$ cat src/hw/dcache_config.svh
`ifndef DCACHE_CONFIG_SVH
`define DCACHE_CONFIG_SVH

// CPU bus
`define DC_AW 16
`define DC_DW 32
`define DC_BYTES 4

// Cache organization
`define DC_WAYS 2
`define DC_SETS 16
`define DC_WORDS 4

// The address splits from the top into tag, index, word in line and byte in word
`define DC_OFFSET_W 2
`define DC_BLOCK_W 2
`define DC_INDEX_W 4
`define DC_TAG_W 8

`endif
$ cat src/hw/dcache_pkg.sv
`include "dcache_config.svh"

package dcache_pkg;

    typedef logic [`DC_AW-1:0] addr_t;
    typedef logic [`DC_DW-1:0] word_t;
    typedef logic [$clog2(`DC_WAYS)-1:0] way_t;

    // Controller states
    typedef enum logic [2:0] {
        IDLE,
        LOAD,
        STORE,
        WB_ACK,
        WB_DATA,
        RSP,
        FILL
    } ctrl_state_e;

    // Requests towards the memory side
    typedef enum logic [1:0] {
        MEM_READ,
        MEM_WRITE_BACK,
        MEM_EVICT
    } mem_req_e;

    // Responses from the memory side
    typedef enum logic {
        RSP_REPLACE_OK,
        RSP_READ_OK
    } mem_rsp_e;

endpackage

$ cat src/hw/dcache_data_store.sv
`timescale 1ns/10ps
`include "dcache_config.svh"

module dcache_data_store import dcache_pkg::*; (
    input  logic                                 clk,
    input  logic                                 rd_en_i,
    input  logic [`DC_INDEX_W+`DC_BLOCK_W-1:0]   rd_adr_i,
    input  way_t                                 rd_way_i,
    output word_t                                rd_dat_o,
    input  logic                                 wr_en_i,
    input  way_t                                 wr_way_i,
    input  logic [`DC_INDEX_W+`DC_BLOCK_W-1:0]   wr_adr_i,
    input  word_t                                wr_dat_i,
    input  logic [`DC_BYTES-1:0]                 wr_sel_i
);

    word_t way_rd [`DC_WAYS];
    word_t wr_merged;

    // Unselected bytes keep the value read from the same way in the cycle before
    always_comb begin
        wr_merged = way_rd[wr_way_i];
        for (int b = 0; b < `DC_BYTES; b++) begin
            if (wr_sel_i[b]) begin
                wr_merged[b*8 +: 8] = wr_dat_i[b*8 +: 8];
            end
        end
    end

    for (genvar w = 0; w < `DC_WAYS; w++) begin : g_way
        dp_ram #(
            .ADDR_W (`DC_INDEX_W + `DC_BLOCK_W),
            .DATA_W (`DC_DW)
        ) u_way_ram (
            .clk      (clk),
            .rd_en_i  (rd_en_i),
            .rd_adr_i (rd_adr_i),
            .rd_dat_o (way_rd[w]),
            .wr_en_i  (wr_en_i && (wr_way_i == way_t'(w))),
            .wr_adr_i (wr_adr_i),
            .wr_dat_i (wr_merged)
        );
    end

    // All ways are read together and the way is picked once it is known
    assign rd_dat_o = way_rd[rd_way_i];

endmodule

$ cat src/hw/dp_ram.sv
`timescale 1ns/10ps

module dp_ram #(
    parameter int ADDR_W = 4,
    parameter int DATA_W = 32
) (
    input  logic              clk,
    input  logic              rd_en_i,
    input  logic [ADDR_W-1:0] rd_adr_i,
    output logic [DATA_W-1:0] rd_dat_o,
    input  logic              wr_en_i,
    input  logic [ADDR_W-1:0] wr_adr_i,
    input  logic [DATA_W-1:0] wr_dat_i
);

    logic [DATA_W-1:0] mem [2**ADDR_W];

    // All entries start at zero, so every line comes up invalid
    initial begin
        for (int i = 0; i < 2**ADDR_W; i++) begin
            mem[i] = '0;
        end
    end

    always @(posedge clk) begin
        if (wr_en_i) begin
            mem[wr_adr_i] <= wr_dat_i;
        end
    end

    // Read data holds until the next read, even across writes
    always_ff @(posedge clk) begin
        if (rd_en_i) begin
            rd_dat_o <= mem[rd_adr_i];
        end
    end

endmodule

$ cat config.mk
export PLATFORM = sky130hd
export DESIGN_NAME = dcache_data_store
export DESIGN_NICKNAME = d
export VERILOG_FILES = /design/src/hw/dcache_pkg.sv /design/src/hw/dcache_data_store.sv /design/src/hw/dp_ram.sv
export VERILOG_INCLUDE_DIRS = /design/src /design/src/hw
export SDC_FILE = /design/constraint.sdc
export NUM_CORES = 2
export LEC_CHECK = 0
export BUFFER_PORTS_ARGS = -buffer_cell sky130_fd_sc_hd__buf_2
export CAP_MARGIN = 10
export CORE_MARGIN = 5
export CORE_UTILIZATION = 50
export DETAILED_ROUTE_END_ITERATION = 8
export PLACE_DENSITY = 0.75
export SYNTH_ARGS = -nofsm -noshare
export SYNTH_HDL_FRONTEND = slang
export SYNTH_SLANG_ARGS = --single-unit
export TNS_END_PERCENT = 10
$ cat constraint.sdc
create_clock -name clk -period 8.16 [get_ports clk]
set_clock_uncertainty 0.05 [all_clocks]
set_input_delay 1.224 -clock clk [delete_from_list [all_inputs] [get_ports clk]]
set_output_delay 1.224 -clock clk [all_outputs]
set_load 0.1 [all_outputs]
==> qor.txt <==
Run status -> finished, final reports clean
Post-CTS Hold Buffers -> 0
Post-synth top flop -> edfxtp_1
Arrival time of the worst setup path -> 4.55 ns
Int Power -> 34.8 mW
Kind of critical path -> in -> reg
Number of global-route vias before repair -> 77.0k
Setup bufs post-CTS -> 0
Most numerous cell in the Yosys netlist -> edfxtp_1
Initial antenna violation count -> 27
Register-to-Register Setup Slack -> 4.52 ns
Core Area -> 315,000 um2
Worst slew margin -> 10.0%
Startpoint types -> primary input
Final worst path period share -> 50.4%
Setup_tns -> 0 ns
LEAKAGE -> 54.8 nW
Via density -> 6.71
Post-Synth Adder-Cell Area -> 0%
Vias -> 77.5k
Synth area leaders -> edfxtp_1 79%, mux4_2 15%, a22oi_1 1.2%
Placed instance count -> 10.8k
Hold wc startpoint -> rd_en_i
RR Endpoint -> g_way[0].u_way_ram.mem[52][20]$_DFFE_PP_
Simple-Gate Fraction of Synth Area -> 1.09%
Final hold vios -> 0
Pwr Density -> 252 nW/um2
Synth Instances -> 6,737
Reg2reg start -> g_way[0].u_way_ram.rd_dat_o[20]$_DFFE_PP_
Largest area contributor in the netlist -> edfxtp_1
Drt drc -> 0
Switch Pwr -> 9.91 mW
Root Buffer -> clkbuf_16
Row Count -> 206
R2R cell count -> 4
Initial Util -> 50.1%
RSZ-0062 raised after global routing -> false
Cell variety after synth -> 30
Peak Freq -> 0.243 GHz
Number of port buffers -> 84
Routed Wire Length -> 420,000 um
Synth Area in XOR/XNOR -> 0%
Max rail drop VDD -> 0.000207 V
Gr usage total -> 25.6%
Slew @ Worst Pin -> 1.35 ns
Type of element capturing the critical path -> flop
Combinational Power Share -> 6.4%
Area fraction of the dominant cell type after synthesis -> 79.2%
Crit-path max FO -> 34
Synth Area in Compound Gates -> 2.87%
Final net count -> 7,130
Fin util -> 56.4%
Final ANT Viol Nets -> 0
Largest family of logic cells by synthesized area -> multiplexers
Mapped cell area -> 158,000 um2
Grt total ovfl -> 0
Avg Cell Area, Syn -> 23.4 um2
Clock network fraction of total power -> 39.7%
CTS tree -> built
Placer Congestion -> 0.882
Worst-Skew Late Latency -> 0.93 ns
Die X -> 572 um
Switching Share -> 22.2%
CTS Buffer Depth -> 4
Number of synthesized flops with an enable pin -> 4,160
Sequential fraction of the synthesis area -> 79.2%
Post-synthesis mux area share -> 15.6%
DP HPWL -> 234,000 um
CP required -> 8.60 ns
First-pass GRT wire length -> 592,000 um
Yosys warns -> 0
Mapped Nets -> 6,790
Post_cts resized -> 0
Post-synth ARST share -> 0%
Finished Layout Cells -> 11.5k
List of most frequent post-synthesis cells -> 4,160 x edfxtp_1, 1,024 x mux4_2, 256 x a22oi_1, 167 x nor2_1, 157 x clkbuf_1
Clk pin slew, worst setup/hold paths -> 0.06 ns
Final setup fails -> 0
Die ar. -> 327,000 um2
Die Height -> 572 um
Largest net degree at the start of global routing -> 135
Post-synthesis register bit count -> 4,160
Worst hold path stage count -> 1
Share of cells above drive strength 1 -> 28.8%
Hold Path Class -> in -> reg
Max Cap Viol -> 0
Clock period minus worst slack -> 4.11 ns
Io pins -> 85
Worst hold endpoint -> g_way[1].u_way_ram.rd_dat_o[24]$_DFFE_PP_
Pins Over Slew Limit -> 0
First-pass iteration count of the detailed router -> 7
1st-iter DRT viols -> 12.3k
Post-DR wirelength/cell -> 36.4 um
CTS Sinks -> 4,160
Synthesis-to-finish area growth -> 12.6%
Sequential share of power -> 53.9%
CTS Buf Count -> 386
H-tree depth -> 5
==> cell families after synthesis <==
family / Yosys count
buf+inv: 404
mux: 1182
compound gates: 608
simple gates: 383
flops: 4160
==> cell type report <==
cell class | instances | area (um2)
repair buffers | 344 | 2750
inverters | 12 | 45.0
clock inverters | 221 | 2180
clock buffers | 468 | 10100
flip-flops and latches | 4160 | 125000
diodes | 10 | 25.0
fillers | 21500 | 137000
multi-input cells | 2173 | 32400
well taps | 4160 | 5200
==> metrics by stage <==
step | power, mW | setup slack, ns | instance area [um2] | hold slack [ns]
floorplan | 26.1 | 0.371 | 158000 | 0.809
finish | 44.7 | 4.05 | 178000 | 0.635
global route | 45.8 | 4.02 | 178000 | 0.626
global placement | 27.2 | 2.67 | 165000 | 0.840
CTS | 44.7 | 4.14 | 177000 | 0.579
detailed placement | 27.3 | 3.25 | 165000 | 0.849
==> critical path, stage by stage <==
cell	delay, ns
buf_2	0.12
buf_4	0.26
nor2b_1	0.77
nand4_1	0.89
nor2_4	1.23
==> sequential cells by signal, indices dropped and copies added (netlist names) <==
name                      flops
g_way.u_way_ram.rd_dat_o     64
g_way.u_way_ram.mem        4096
==> layout by cell type (no fill, tap or decap), drive strengths merged, types with 7 or more instances in the layout <==
| cell type | count |
|---|---|
| edfxtp | 4160 |
| mux4 | 1024 |
| clkbuf | 470 |
| buf | 342 |
| a22oi | 256 |
| nor2 | 168 |
| clkinv | 155 |
| nand3 | 133 |
| mux2i | 126 |
| o22ai | 98 |
| o221ai | 64 |
| o211a | 64 |
| a211oi | 64 |
| nand2 | 48 |
| bufinv | 38 |
| o21ai | 32 |
| mux2 | 32 |
| a21oi | 30 |
| inv | 24 |
| clkinvlp | 16 |
| diode | 10 |
| nand3b | 7 |
==> per-layer routing <==
metal,up-vias,track usage [%],wire length [um]
li1,29800,-,-
met1,40600,34.4,141000
met2,6151,39.0,196000
met3,968,6.64,56300
met4,10,13.4,26500
met5,-,0,60
==> how the worst max path moves through the flow <==
stage | start | end | slack, ns | cells after the start
finish | wr_way_i | g_way[0].u_way_ram.mem[57][30]$_DFFE_PP_ | 4.05 | 5
detailed placement | wr_way_i | g_way[0].u_way_ram.mem[57][11]$_DFFE_PP_ | 3.25 | 5
global route | wr_way_i | g_way[0].u_way_ram.mem[57][12]$_DFFE_PP_ | 4.02 | 5
global placement | wr_way_i | g_way[0].u_way_ram.mem[59][26]$_DFFE_PP_ | 2.67 | 5
floorplan | wr_way_i | g_way[0].u_way_ram.mem[0][15]$_DFFE_PP_ | 0.37 | 3
CTS | wr_way_i | g_way[0].u_way_ram.mem[57][30]$_DFFE_PP_ | 4.14 | 5
==> power by group through the flow <==
stage          Clock (mW)  Combinational (mW)  Sequential, mW
5_1_grt              18.8                2.93            24.1
6_report             17.7                2.85            24.1
3_3_place_gp            0                2.70            24.5
2_1_floorplan           0                1.56            24.6
3_5_place_dp            0                2.78            24.5
4_1_cts              17.9                2.80            24.1
No activity file was read; power rests on OpenSTA's default activity.
