### config.mk
export PLATFORM = sky130hd
export DESIGN_NAME = dcache_tag_store
export DESIGN_NICKNAME = d
export VERILOG_FILES = /design/src/hw/dcache_pkg.sv /design/src/hw/dcache_tag_store.sv /design/src/hw/dp_ram.sv
export VERILOG_INCLUDE_DIRS = /design/src /design/src/hw
export SDC_FILE = /design/constraint.sdc
export NUM_CORES = 1
export LEC_CHECK = 0
export ABC_AREA = 1
export BUFFER_PORTS_ARGS = -buffer_cell sky130_fd_sc_hd__buf_2
export CAP_MARGIN = 40
export CORE_ASPECT_RATIO = 1.1
export CORE_MARGIN = 2
export CORE_UTILIZATION = 35
export CTS_BUF_LIST = sky130_fd_sc_hd__clkbuf_16
export CTS_CLUSTER_DIAMETER = 50
export DETAILED_ROUTE_END_ITERATION = 16
export GPL_ROUTABILITY_DRIVEN = 0
export PLACE_DENSITY_LB_ADDON = 0.2
export SLEW_MARGIN = 30
export SYNTH_ARGS = -nofsm -noshare
export SYNTH_HDL_FRONTEND = slang
export SYNTH_HIERARCHICAL = 1
export SYNTH_SLANG_ARGS = --single-unit
### constraint.sdc
create_clock -name clk -period 1.8 [get_ports clk]
set_clock_uncertainty 0.05 [all_clocks]
set_input_delay 0.18 -clock clk [delete_from_list [all_inputs] [get_ports clk]]
set_output_delay 0.18 -clock clk [all_outputs]
set_load 0.01 [all_outputs]
### src/hw/dcache_config.svh
`ifndef DCACHE_CONFIG_SVH
`define DCACHE_CONFIG_SVH

// CPU bus
`define DC_AW 16
`define DC_DW 32
`define DC_BYTES 4

// Cache organization
`define DC_WAYS 2
`define DC_SETS 16
`define DC_WORDS 4

// The address splits from the top into tag, index, word in line and byte in word
`define DC_OFFSET_W 2
`define DC_BLOCK_W 2
`define DC_INDEX_W 4
`define DC_TAG_W 8

`endif
### src/hw/dcache_pkg.sv
`include "dcache_config.svh"

package dcache_pkg;

    typedef logic [`DC_AW-1:0] addr_t;
    typedef logic [`DC_DW-1:0] word_t;
    typedef logic [$clog2(`DC_WAYS)-1:0] way_t;

    // Controller states
    typedef enum logic [2:0] {
        IDLE,
        LOAD,
        STORE,
        WB_ACK,
        WB_DATA,
        RSP,
        FILL
    } ctrl_state_e;

    // Requests towards the memory side
    typedef enum logic [1:0] {
        MEM_READ,
        MEM_WRITE_BACK,
        MEM_EVICT
    } mem_req_e;

    // Responses from the memory side
    typedef enum logic {
        RSP_REPLACE_OK,
        RSP_READ_OK
    } mem_rsp_e;

endpackage

### src/hw/dcache_tag_store.sv
`timescale 1ns/10ps
`include "dcache_config.svh"

module dcache_tag_store import dcache_pkg::*; (
    input  logic                 clk,
    input  logic                 rd_en_i,
    input  logic [`DC_INDEX_W-1:0] index_i,
    input  logic [`DC_TAG_W-1:0] lookup_tag_i,
    input  logic                 wr_en_i,
    input  way_t                 wr_way_i,
    input  logic                 wr_valid_i,
    input  logic                 wr_dirty_i,
    input  logic [`DC_TAG_W-1:0] wr_tag_i,
    input  logic                 ptr_advance_i,
    output logic                 hit_o,
    output way_t                 hit_way_o,
    output way_t                 victim_way_o,
    output logic                 victim_valid_o,
    output logic                 victim_dirty_o,
    output logic [`DC_TAG_W-1:0] victim_tag_o
);

    // A set holds {ptr, way N-1 ... way 0} and packs each way as {dirty, valid, tag}
    localparam int WAY_FIELD_W = `DC_TAG_W + 2;
    localparam int PTR_LSB = `DC_WAYS * WAY_FIELD_W;
    localparam int SET_W = PTR_LSB + $bits(way_t);

    logic [SET_W-1:0] set_rd;
    logic [SET_W-1:0] set_wr;
    logic [`DC_WAYS-1:0][`DC_TAG_W-1:0] way_tag;
    logic [`DC_WAYS-1:0] way_valid;
    logic [`DC_WAYS-1:0] way_dirty;
    logic [`DC_WAYS-1:0] way_hit;
    way_t ptr;

    dp_ram #(
        .ADDR_W ($clog2(`DC_SETS)),
        .DATA_W (SET_W)
    ) u_tag_ram (
        .clk      (clk),
        .rd_en_i  (rd_en_i),
        .rd_adr_i (index_i),
        .rd_dat_o (set_rd),
        .wr_en_i  (wr_en_i),
        .wr_adr_i (index_i),
        .wr_dat_i (set_wr)
    );

    always_comb begin
        for (int w = 0; w < `DC_WAYS; w++) begin
            way_tag[w]   = set_rd[w*WAY_FIELD_W +: `DC_TAG_W];
            way_valid[w] = set_rd[w*WAY_FIELD_W + `DC_TAG_W];
            way_dirty[w] = set_rd[w*WAY_FIELD_W + `DC_TAG_W + 1];
            way_hit[w]   = way_valid[w] && (way_tag[w] == lookup_tag_i);
        end
        ptr = set_rd[PTR_LSB +: $bits(way_t)];
    end

    assign hit_o = |way_hit;

    always_comb begin
        hit_way_o = '0;
        for (int w = 0; w < `DC_WAYS; w++) begin
            if (way_hit[w]) begin
                hit_way_o = way_t'(w);
            end
        end
    end

    // The round-robin pointer names the next way to replace
    assign victim_way_o   = ptr;
    assign victim_valid_o = way_valid[ptr];
    assign victim_dirty_o = way_dirty[ptr];
    assign victim_tag_o   = way_tag[ptr];

    // A write rewrites the set read last, with one way's fields replaced
    always_comb begin
        set_wr = set_rd;
        set_wr[wr_way_i*WAY_FIELD_W +: WAY_FIELD_W] = {wr_dirty_i, wr_valid_i, wr_tag_i};
        set_wr[PTR_LSB +: $bits(way_t)] = ptr + way_t'(ptr_advance_i);
    end

endmodule

### src/hw/dp_ram.sv
`timescale 1ns/10ps

module dp_ram #(
    parameter int ADDR_W = 4,
    parameter int DATA_W = 32
) (
    input  logic              clk,
    input  logic              rd_en_i,
    input  logic [ADDR_W-1:0] rd_adr_i,
    output logic [DATA_W-1:0] rd_dat_o,
    input  logic              wr_en_i,
    input  logic [ADDR_W-1:0] wr_adr_i,
    input  logic [DATA_W-1:0] wr_dat_i
);

    logic [DATA_W-1:0] mem [2**ADDR_W];

    // All entries start at zero, so every line comes up invalid
    initial begin
        for (int i = 0; i < 2**ADDR_W; i++) begin
            mem[i] = '0;
        end
    end

    always @(posedge clk) begin
        if (wr_en_i) begin
            mem[wr_adr_i] <= wr_dat_i;
        end
    end

    // Read data holds until the next read, even across writes
    always_ff @(posedge clk) begin
        if (rd_en_i) begin
            rd_dat_o <= mem[rd_adr_i];
        end
    end

endmodule

==> impl_metrics.json <==
{
  "yosys-top-cells-area": "edfxtp_1 68%, nand2_1 12%, nand3_1 8.1%",
  "rows": 81,
  "synth.most_common_cell": "nand2_1",
  "rsz0062_at_grt": "true",
  "cp-endpoint": "hit_o",
  "maxCapViolations": 0,
  "cts_buffers": 39,
  "core_area_mm2": 0.0445,
  "synth_flop_cell": "edfxtp_1",
  "async_flop_share": 0,
  "worstSetupStartpointType": "register",
  "period_share": 1.04,
  "port-buffer-count": 39,
  "maxSlewViolCount": 0,
  "setup_viol": 2,
  "die_h_um": 227,
  "highest_layer": "met4",
  "syn-num-nets": 1576,
  "timing.final.ws_setup_ps": -72.0,
  "syn_avg_cell_area_um2": 10.2,
  "p_per_area_mw_per_mm2": 1040,
  "fin_setup_tns_ps": -91.2,
  "clk_pin_slew_worst_paths_ps": 60,
  "yosys.area.top_type": "edfxtp_1",
  "p_leak_nw": 8.02,
  "drc": 0,
  "drive_gt1_frac": 0.129,
  "initial_utilization": 0.355,
  "hp-class": "primary input to register",
  "r2r_setup_slack_ps": 420,
  "post-place-cells": 2175,
  "first_global_vias": 10458,
  "cp.arrival_ps": 1640,
  "synth_commonest_cells": "499 x nand2_1, 357 x edfxtp_1, 284 x inv_1",
  "cp.required_ps": 1570,
  "final_nets": 1669,
  "drt-pass1-iter-count": 6,
  "pin_count": 40,
  "yosysSeqAreaShare": 0.680,
  "ir_drop_mv": 0.493,
  "finalCriticalPeriod_ps": 1870,
  "via_per_inst": 4.71,
  "r2r-start": "u_tag_ram/rd_dat_o[20]",
  "final_cells": 2250,
  "syn_area_mm2": 0.0158,
  "grt_start_max_net_pins": 72,
  "pre_cts_ws_ps": 119,
  "rr_worst_depth": 4,
  "final-seq-area_mm2": 0.0107,
  "relSlewSlack": 0.677,
  "postCtsHoldBufs": 0,
  "startpoint": "u_tag_ram/rd_dat_o[4]",
  "die_w_um": 206,
  "timing.hold.ws_ps": 137,
  "insertion_delay_ps": 530,
  "max_freq_mhz": 534,
  "place.detailed.hpwl_mm": 25.1,
  "grtUsageTotal": 0.180,
  "path_max_fanout": 3,
  "endpoint_kind": "output pin",
  "antenna_left": 0,
  "cts_tree": "yes",
  "die_area_mm2": 0.0468,
  "synth_seq_cells": 357,
  "drt_wl_total_mm": 40.9,
  "first_iter_violations": 824,
  "wl_met3_mm": 1.75,
  "r2r_end": "u_tag_ram/mem[2][20]",
  "syn_inst": 1549,
  "htreeDepth": 2,
  "cts_root_buf": "clkbuf_16",
  "yosys_warnings": 6,
  "cts_sinks": 357,
  "status": "finished with violations",
  "synth-edff-count": 357,
  "violations": "negative setup slack",
  "drt-met1-wl_mm": 18.1,
  "n_antenna_cell": 0,
  "areaGrowthSynthToFinish_pct": 18.2,
  "synth_top_area_frac": 0.680,
  "antenna_found_initial": 0,
  "gr-total-overflow": 0,
  "multiInputGateArea_mm2": 0.00368,
  "worst-setup-path-type": "register to output pin",
  "clk_path_buf_depth": 3,
  "yosysUniqueCellTypes": 23,
  "wl_per_cell_um": 18.2,
  "wl_met2_mm": 20.2,
  "grt_pass1_wl_mm": 62.7,
  "tightest_slew_ps": 485,
  "hold_violations": 0,
  "num_vias": 10593,
  "fillers": 4286
}
## cell families after synthesis
kind of cell,after synthesis,synth area share
DFF,357,0.680
AOI/OAI and AO/OA,33,0.0107
and+or+nand+nor,791,0.209
xor gates and xnor gates,4,0.00222
buffers and inverters,363,0.0977
muxes,1,0.000714
## critical path: stages (launching register included)
cell	delay, ps
edfxtp_1	430
inv_1	90
nand2_1	70
nand2_1	50
inv_1	50
nand2_1	70
nor2_1	110
nand3_1	70
nand2_1	60
buf_2	120
## sequential cells by signal, summed over array words and instances, names as in the netlist
register	count
u_tag_ram/rd_dat_o	21
u_tag_ram/mem	336
## metrics by stage
| step | area (µm²) | utilization | power (mW) |
|---|---|---|---|
| finish | 18600 | 0.419 | 19.3 |
| floorplan | 15800 | - | 10.5 |
| global placement | 17200 | 0.386 | 11.1 |
| detailed placement | 17200 | 0.386 | 11.1 |
| CTS | 18600 | 0.418 | 19.5 |
| global route | 18600 | 0.419 | 20.0 |
## placed cells by master, fill, tap and decap left out, types with 8 or more instances in the layout
master,netlist,layout
nor2_4,0,16
inv_1,284,290
buf_2,36,37
buf_4,8,67
clkbuf_16,0,41
nand2_1,499,496
buf_12,0,18
edfxtp_1,357,357
a21oi_1,12,10
nand3_1,255,254
clkinv_1,1,8
nor2_1,34,17
o21ai_0,19,9
## routing by layer
metal	track usage	up-vias
li1	-	5175
met5	0	-
met1	0.235	5119
met4	0.0493	0
met2	0.312	244
met3	0.0262	55
## final cells by class
cell class / instances / share of cell area
Timing Repair Buffer: 126 / 0.0587
Clock buffer: 41 / 0.0550
Sequential cell: 357 / 0.575
Inverter: 289 / 0.0583
Multi-Input combinational cell: 829 / 0.198
Clock inverter: 27 / 0.0162
Tap cell: 581 / 0.0390
## timing repair
item | 4_1_cts | 5_1_grt
pin swaps | 4 | 0
gates resized for setup | 17 | 15
buffers inserted | 4 | 1
cloned | 2 | 0
endpoints found under the setup margin | 12 | 11
## power breakdown
group	internal [mW]	total (mW)	switching (mW)	leakage [nW]
Clock	5.11	8.30	3.19	0.678
Sequential	9.42	9.48	0.0654	3.24
Combinational	0.470	1.52	1.05	4.10
## worst min-delay path by stage
stage                     slack [ps]                      to                  start  depth (start not counted)
final                            140    u_tag_ram/mem[4][20]          ptr_advance_i                          3
after global routing             130    u_tag_ram/mem[4][20]          ptr_advance_i                          3
after CTS                        110    u_tag_ram/mem[4][20]          ptr_advance_i                          3
after detailed placement         670  u_tag_ram/rd_dat_o[10]  u_tag_ram/mem[10][10]                          6
after global placement           670    u_tag_ram/mem[7][20]          ptr_advance_i                          3
after floorplan                  240   u_tag_ram/rd_dat_o[0]                rd_en_i                          0
(Power assumes the default switching activity.)
