==> src/hw/dcache_config.svh <==
`ifndef DCACHE_CONFIG_SVH
`define DCACHE_CONFIG_SVH

// CPU bus
`define DC_AW 16
`define DC_DW 32
`define DC_BYTES 4

// Cache organization
`define DC_WAYS 2
`define DC_SETS 16
`define DC_WORDS 4

// The address splits from the top into tag, index, word in line and byte in word
`define DC_OFFSET_W 2
`define DC_BLOCK_W 2
`define DC_INDEX_W 4
`define DC_TAG_W 8

`endif
==> src/hw/dcache_pkg.sv <==
`include "dcache_config.svh"

package dcache_pkg;

    typedef logic [`DC_AW-1:0] addr_t;
    typedef logic [`DC_DW-1:0] word_t;
    typedef logic [$clog2(`DC_WAYS)-1:0] way_t;

    // Controller states
    typedef enum logic [2:0] {
        IDLE,
        LOAD,
        STORE,
        WB_ACK,
        WB_DATA,
        RSP,
        FILL
    } ctrl_state_e;

    // Requests towards the memory side
    typedef enum logic [1:0] {
        MEM_READ,
        MEM_WRITE_BACK,
        MEM_EVICT
    } mem_req_e;

    // Responses from the memory side
    typedef enum logic {
        RSP_REPLACE_OK,
        RSP_READ_OK
    } mem_rsp_e;

endpackage

==> src/hw/dcache_ctrl.sv <==
`timescale 1ns/10ps
`include "dcache_config.svh"

module dcache_ctrl import dcache_pkg::*; (
    input  logic                                 clk,
    input  logic                                 resetn,
    input  logic                                 cpu_req_i,
    input  logic                                 cpu_we_i,
    input  addr_t                                cpu_adr_i,
    input  word_t                                cpu_dat_i,
    input  logic [`DC_BYTES-1:0]                 cpu_sel_i,
    output logic                                 cpu_ack_o,
    output word_t                                cpu_dat_o,
    input  logic                                 mem_ready_i,
    input  logic                                 mem_wb_ack_i,
    input  logic                                 mem_rsp_valid_i,
    input  mem_rsp_e                             mem_rsp_type_i,
    input  word_t                                mem_rsp_data_i,
    output logic                                 mem_rsp_ack_o,
    output logic                                 mem_req_valid_o,
    output mem_req_e                             mem_req_type_o,
    output addr_t                                mem_req_adr_o,
    output word_t                                mem_req_data_o,
    output logic                                 tag_rd_en_o,
    output logic [`DC_INDEX_W-1:0]               tag_index_o,
    output logic [`DC_TAG_W-1:0]                 lookup_tag_o,
    output logic                                 tag_wr_en_o,
    output way_t                                 tag_wr_way_o,
    output logic                                 tag_wr_valid_o,
    output logic                                 tag_wr_dirty_o,
    output logic [`DC_TAG_W-1:0]                 tag_wr_tag_o,
    output logic                                 ptr_advance_o,
    input  logic                                 hit_i,
    input  way_t                                 hit_way_i,
    input  way_t                                 victim_way_i,
    input  logic                                 victim_valid_i,
    input  logic                                 victim_dirty_i,
    input  logic [`DC_TAG_W-1:0]                 victim_tag_i,
    output logic                                 data_rd_en_o,
    output logic [`DC_INDEX_W+`DC_BLOCK_W-1:0]   data_rd_adr_o,
    output way_t                                 data_rd_way_o,
    output logic                                 data_wr_en_o,
    output way_t                                 data_wr_way_o,
    output logic [`DC_INDEX_W+`DC_BLOCK_W-1:0]   data_wr_adr_o,
    output word_t                                data_wr_dat_o,
    output logic [`DC_BYTES-1:0]                 data_wr_sel_o,
    input  word_t                                data_rd_dat_i
);

    localparam int IDX_LSB = `DC_OFFSET_W + `DC_BLOCK_W;

    ctrl_state_e state_q, state_d;
    logic [`DC_BLOCK_W-1:0] wb_ptr_q, wb_ptr_d;
    logic [`DC_BLOCK_W-1:0] fill_ptr_q, fill_ptr_d;

    addr_t adr_q;
    word_t dat_q;
    logic [`DC_BYTES-1:0] sel_q;
    mem_rsp_e rsp_type_q;
    word_t rsp_data_q;

    logic rsp_take;
    logic cpu_take;
    logic [`DC_INDEX_W-1:0] index_q;
    logic [`DC_BLOCK_W-1:0] block_q;
    addr_t victim_base;

    // A pending response wins over the CPU in IDLE
    assign rsp_take = (state_q == IDLE) && mem_rsp_valid_i;
    assign cpu_take = (state_q == IDLE) && !mem_rsp_valid_i && cpu_req_i;
    assign mem_rsp_ack_o = rsp_take;

    assign index_q      = adr_q[IDX_LSB +: `DC_INDEX_W];
    assign block_q      = adr_q[`DC_OFFSET_W +: `DC_BLOCK_W];
    assign lookup_tag_o = adr_q[`DC_AW-1 -: `DC_TAG_W];
    assign victim_base  = {victim_tag_i, index_q, {IDX_LSB{1'b0}}};

    assign cpu_dat_o      = data_rd_dat_i;
    assign mem_req_data_o = data_rd_dat_i;

    always_ff @(posedge clk) begin
        if (!resetn) begin
            state_q    <= IDLE;
            wb_ptr_q   <= '0;
            fill_ptr_q <= '0;
        end else begin
            state_q    <= state_d;
            wb_ptr_q   <= wb_ptr_d;
            fill_ptr_q <= fill_ptr_d;
        end
    end

    always_ff @(posedge clk) begin
        if (cpu_take) begin
            adr_q <= cpu_adr_i;
            dat_q <= cpu_dat_i;
            sel_q <= cpu_sel_i;
        end
        if (rsp_take) begin
            rsp_type_q <= mem_rsp_type_i;
        end
        // Fill words come back to back, so RSP and FILL use the word of the cycle before
        rsp_data_q <= mem_rsp_data_i;
    end

    always_comb begin
        state_d    = state_q;
        wb_ptr_d   = wb_ptr_q;
        fill_ptr_d = fill_ptr_q;

        cpu_ack_o       = 1'b0;
        mem_req_valid_o = 1'b0;
        mem_req_type_o  = MEM_READ;
        mem_req_adr_o   = victim_base;

        tag_rd_en_o    = 1'b0;
        tag_index_o    = index_q;
        tag_wr_en_o    = 1'b0;
        tag_wr_way_o   = victim_way_i;
        tag_wr_valid_o = 1'b0;
        tag_wr_dirty_o = 1'b0;
        tag_wr_tag_o   = lookup_tag_o;
        ptr_advance_o  = 1'b0;

        data_rd_en_o  = 1'b0;
        data_rd_adr_o = {index_q, block_q};
        data_rd_way_o = victim_way_i;
        data_wr_en_o  = 1'b0;
        data_wr_way_o = victim_way_i;
        data_wr_adr_o = {index_q, block_q};
        data_wr_dat_o = rsp_data_q;
        data_wr_sel_o = '1;

        case (state_q)
            IDLE: begin
                if (rsp_take) begin
                    tag_rd_en_o = 1'b1;
                    state_d     = RSP;
                end else if (cpu_take) begin
                    tag_rd_en_o   = 1'b1;
                    tag_index_o   = cpu_adr_i[IDX_LSB +: `DC_INDEX_W];
                    data_rd_en_o  = 1'b1;
                    data_rd_adr_o = cpu_adr_i[`DC_OFFSET_W +: `DC_INDEX_W + `DC_BLOCK_W];
                    state_d       = cpu_we_i ? STORE : LOAD;
                end
            end
            LOAD, STORE: begin
                data_rd_way_o = hit_way_i;
                state_d       = IDLE;
                if (hit_i) begin
                    cpu_ack_o = 1'b1;
                    if (state_q == STORE) begin
                        data_wr_en_o   = 1'b1;
                        data_wr_way_o  = hit_way_i;
                        data_wr_dat_o  = dat_q;
                        data_wr_sel_o  = sel_q;
                        tag_wr_en_o    = 1'b1;
                        tag_wr_way_o   = hit_way_i;
                        tag_wr_valid_o = 1'b1;
                        tag_wr_dirty_o = 1'b1;
                    end
                end else if (mem_ready_i) begin
                    // On a miss the request type depends on the state of the victim line
                    mem_req_valid_o = 1'b1;
                    if (!victim_valid_i) begin
                        mem_req_type_o = MEM_READ;
                        mem_req_adr_o  = adr_q;
                    end else if (victim_dirty_i) begin
                        mem_req_type_o = MEM_WRITE_BACK;
                        wb_ptr_d       = '0;
                        data_rd_en_o   = 1'b1;
                        data_rd_adr_o  = {index_q, wb_ptr_d};
                        state_d        = WB_ACK;
                    end else begin
                        mem_req_type_o = MEM_EVICT;
                    end
                end
            end
            WB_ACK, WB_DATA: begin
                if (state_q == WB_ACK && !mem_wb_ack_i) begin
                    state_d = IDLE;
                end else begin
                    mem_req_valid_o = 1'b1;
                    mem_req_type_o  = MEM_WRITE_BACK;
                    wb_ptr_d        = wb_ptr_q + 1'b1;
                    data_rd_en_o    = 1'b1;
                    data_rd_adr_o   = {index_q, wb_ptr_d};
                    // The pointer wraps after the last word of the line
                    state_d         = (wb_ptr_d == '0) ? IDLE : WB_DATA;
                end
            end
            RSP: begin
                if (rsp_type_q == RSP_REPLACE_OK) begin
                    // The victim is dropped and the pointer stays on it for the fill that follows
                    tag_wr_en_o = 1'b1;
                    state_d     = IDLE;
                end else begin
                    fill_ptr_d    = '0;
                    data_wr_en_o  = 1'b1;
                    data_wr_adr_o = {index_q, fill_ptr_d};
                    state_d       = FILL;
                end
            end
            FILL: begin
                fill_ptr_d    = fill_ptr_q + 1'b1;
                data_wr_en_o  = 1'b1;
                data_wr_adr_o = {index_q, fill_ptr_d};
                if (fill_ptr_d == (`DC_WORDS - 1)) begin
                    tag_wr_en_o    = 1'b1;
                    tag_wr_valid_o = 1'b1;
                    ptr_advance_o  = 1'b1;
                    state_d        = IDLE;
                end
            end
            default: begin
                state_d = IDLE;
            end
        endcase
    end

endmodule

==> config.mk <==
export PLATFORM = sky130hd
export DESIGN_NAME = dcache_ctrl
export DESIGN_NICKNAME = d
export VERILOG_FILES = /design/src/hw/dcache_pkg.sv /design/src/hw/dcache_ctrl.sv
export VERILOG_INCLUDE_DIRS = /design/src /design/src/hw
export SDC_FILE = /design/constraint.sdc
export NUM_CORES = 1
export LEC_CHECK = 0
export BUFFER_PORTS_ARGS = -buffer_cell sky130_fd_sc_hd__buf_2
export CORE_AREA = 2 2 116 118
export CTS_CLUSTER_DIAMETER = 40
export DETAILED_ROUTE_END_ITERATION = 8
export DIE_AREA = 0 0 118 120
export PLACE_DENSITY = 0.77
export SYNTH_ARGS = -nofsm -noshare
export SYNTH_HDL_FRONTEND = slang
export SYNTH_SLANG_ARGS = --single-unit
==> constraint.sdc <==
create_clock -name clk -period 4.8 [get_ports clk]
set_input_delay 1.44 -clock clk [delete_from_list [all_inputs] [get_ports clk]]
set_output_delay 1.44 -clock clk [all_outputs]
set_load 0.01 [all_outputs]
==> metrics.csv <==
metric,value,unit
drive_above_1_share,48.7,%
start_kind,input port,
r2r-start,state_q[2]$_SDFFE_PN0P_,
initial_core_util,32.1,%
antenna_cells,0,
crit_path_top_delay_cell,nor3_4,
die_h,120,um
io_pins,300,
worst-path-buf-inv,2,
syn_nets,482,
r2r-end,dat_q[20]$_DFFE_PN_,
synth_top_family_by_area,buffers and inverters,
ctsHoldBuffers,0,
setup-violations-final,0,
wl,11200,um
final.setup.worst_slack,0.562,ns
dr.pass1.iters,4,
vias,2862,
holdPathStages,2,
synth_area_leaders,"edfxtp_1 (38%), dfxtp_1 (19%), buf_4 (16%)",
io_buffer_count,203,
tns,0,ns
min_from,wb_ptr_q[0]$_SDFFE_PN0P_,
cap_viol_max_count,0,
syn_inst,343,
design_area,5040,um2
grt-ovfl-total,0,
rsz0062_at_grt,no,
arrival,2.80,ns
cts_tree,done,
ys_seq_elements,92,
crit_type,input port to primary output,
remaining_drc_errors,0,
synth_fa_ha_area_share,0.600,%
num_rows,42,
reg2reg_slack,2.56,ns
place_congestion,0.807,
syn_area,4170,um2
antenna_left,0,
cts_sinks,92,
power_density,394,nW/um2
yosysTopAreaCellShare,38.1,%
cts_setup_buffers,0,
cts-buffers-inserted,9,
grt_pass1_wl,16200,um
synth.distinct_cells,38,
slew_violations,0,
path_cells,buf_2 -> nand2b_1 -> nor3_4 -> mux2_1 -> buf_2,
vias_per_cell,4.46,
grt_max_degree,35,
r2r_cells,4,
critPathCaptureType,primary output,
post-route-period-util,88.3,%
fillers,1257,
wl_per_cell,17.4,um
synth_warnings,0,
fmax,0.236,GHz
syn2layout_area_growth,20.8,%
synth_xor_area_share,0,%
htreeDepth,3,
grt_pass1_vias,2825,
ys_seq_area_share,56.9,%
status,"complete, no violations",
required,3.36,ns
leakage,2.22,nW
slew_headroom,60.2,%
final_common_cell,buf_2,
peakVddDrop,309,uV
cts-resized-gates,0,
core_area,13000,um2
hold_path_class,register to register,
yosysTopAreaCell,edfxtp_1,
synth_compound_area_share,4.89,%
placed_area,4740,um2
die_width,118,um
hpwl,8900,um
clockBufferDepth,2,
drt_iter0_drc,126,
insertion_delay,0.34,ns
nets,600,
synth.avg_cell_area,12.2,um2
mostFrequentLayoutCells,"buf_2 (203), edfxtp_1 (53), mux2_1 (41)",
path_clk_slew,0.07,ns
period_needed,4.24,ns
crit_top_cell,buf_2,
whs,0.478,ns
skew,0.00618,ns
critPathTopFamily,simple AND/OR/NAND/NOR gates,
dieArea,14200,um2
synth.area.mux_share,11.1,%
track_usage,15.5,%
preCtsSetupSlack,0.524,ns
hold_path_end,wb_ptr_q[0]$_SDFFE_PN0P_,
worst-slew-pin-transition,0.597,ns
finalHoldViolCount,0,
finalPower,1.99,mW
cts_root_buffer,clkbuf_16,
crit_fanout,12,
antenna_found_initial,1,
slowest_delay,0.48,ns
synth-simple-area-share,8.88,%
==> synthesized netlist by cell type, drive strengths merged <==
cell     count
edfxtp      53
nand4b       1
o21ai        9
nor2         9
a221o        2
inv          5
or3          4
a21oi       11
a311oi       2
a21o         1
nand3        3
nand2       29
or4b         1
and2         6
clkbuf       4
nor3b        2
o211ai       1
nor2b        4
a211oi       1
mux2        41
a31o         1
ha           2
o2bb2ai      2
dfxtp       39
nand2b       5
and4b        1
nor4         1
and3         1
nor4b        1
buf         96
nor3         3
o31a         1
o2111ai      1
==> flip-flops by register name, summed over array words and instances (netlist names) <==
name / cells
adr_q: 16
rsp_type_q: 1
wb_ptr_q: 2
sel_q: 4
rsp_data_q: 32
dat_q: 32
state_q: 3
fill_ptr_q: 2
==> cells by family after synthesis <==
family,count (synthesis)
compound gates,32
buf+inv,105
fa+ha+maj,2
mux,41
flops,92
simple gates,71
==> routing by layer <==
metal	share of wire, %	GRT usage, %	vias up
met2	49	25.7	184
met4	3.2	7.53	2
li1	-	-	1341
met5	0.17	0	-
met3	12	7.75	27
met1	36	16.3	1308
==> worst max-delay path by stage <==
| stage | startpoint | depth (start not counted) | slack [ns] | end |
|---|---|---|---|---|
| after floorplan | mem_rsp_valid_i | 4 | 0.53 | data_rd_adr_o[0] |
| after global placement | hit_i | 5 | 0.56 | mem_req_adr_o[9] |
| after detailed placement | hit_i | 5 | 0.52 | mem_req_adr_o[14] |
| after CTS | hit_i | 5 | 0.52 | mem_req_adr_o[14] |
| after global routing | hit_i | 5 | 0.45 | mem_req_adr_o[12] |
| final | hit_i | 5 | 0.56 | mem_req_adr_o[14] |
==> final cells by class <==
class	count	area (um2)	share of cell area [%]
clock buffer	10	250	4.96
clock inverter	6	55.1	1.09
inverter	5	18.8	0.372
multi-input combinational	146	1070	21.1
sequential	92	2370	47.1
tap	176	220	4.37
timing repair buffer	207	1060	21.0
==> stage by stage <==
stage	utilization, %	cells
floorplan	-	343
global placement	36.5	626
detailed placement	36.5	626
CTS	38.8	642
global route	38.8	642
finish	38.8	642
==> worst reg2reg max path, stage by stage, from the launching register on <==
cell and delay (ns):
dfxtp_1 0.50, nor4_1 0.39, nand2_1 0.23, inv_2 0.34, buf_4 0.42
==> report_power, final <==
| group | leakage (nW) | switching, mW | internal (mW) | total [mW] |
|---|---|---|---|---|
| clock network | 0.153 | 0.319 | 0.393 | 0.711 |
| registers | 0.816 | 0.0349 | 0.900 | 0.935 |
| logic | 1.25 | 0.195 | 0.145 | 0.340 |
Note: power is estimated with default switching activity, not from simulation.
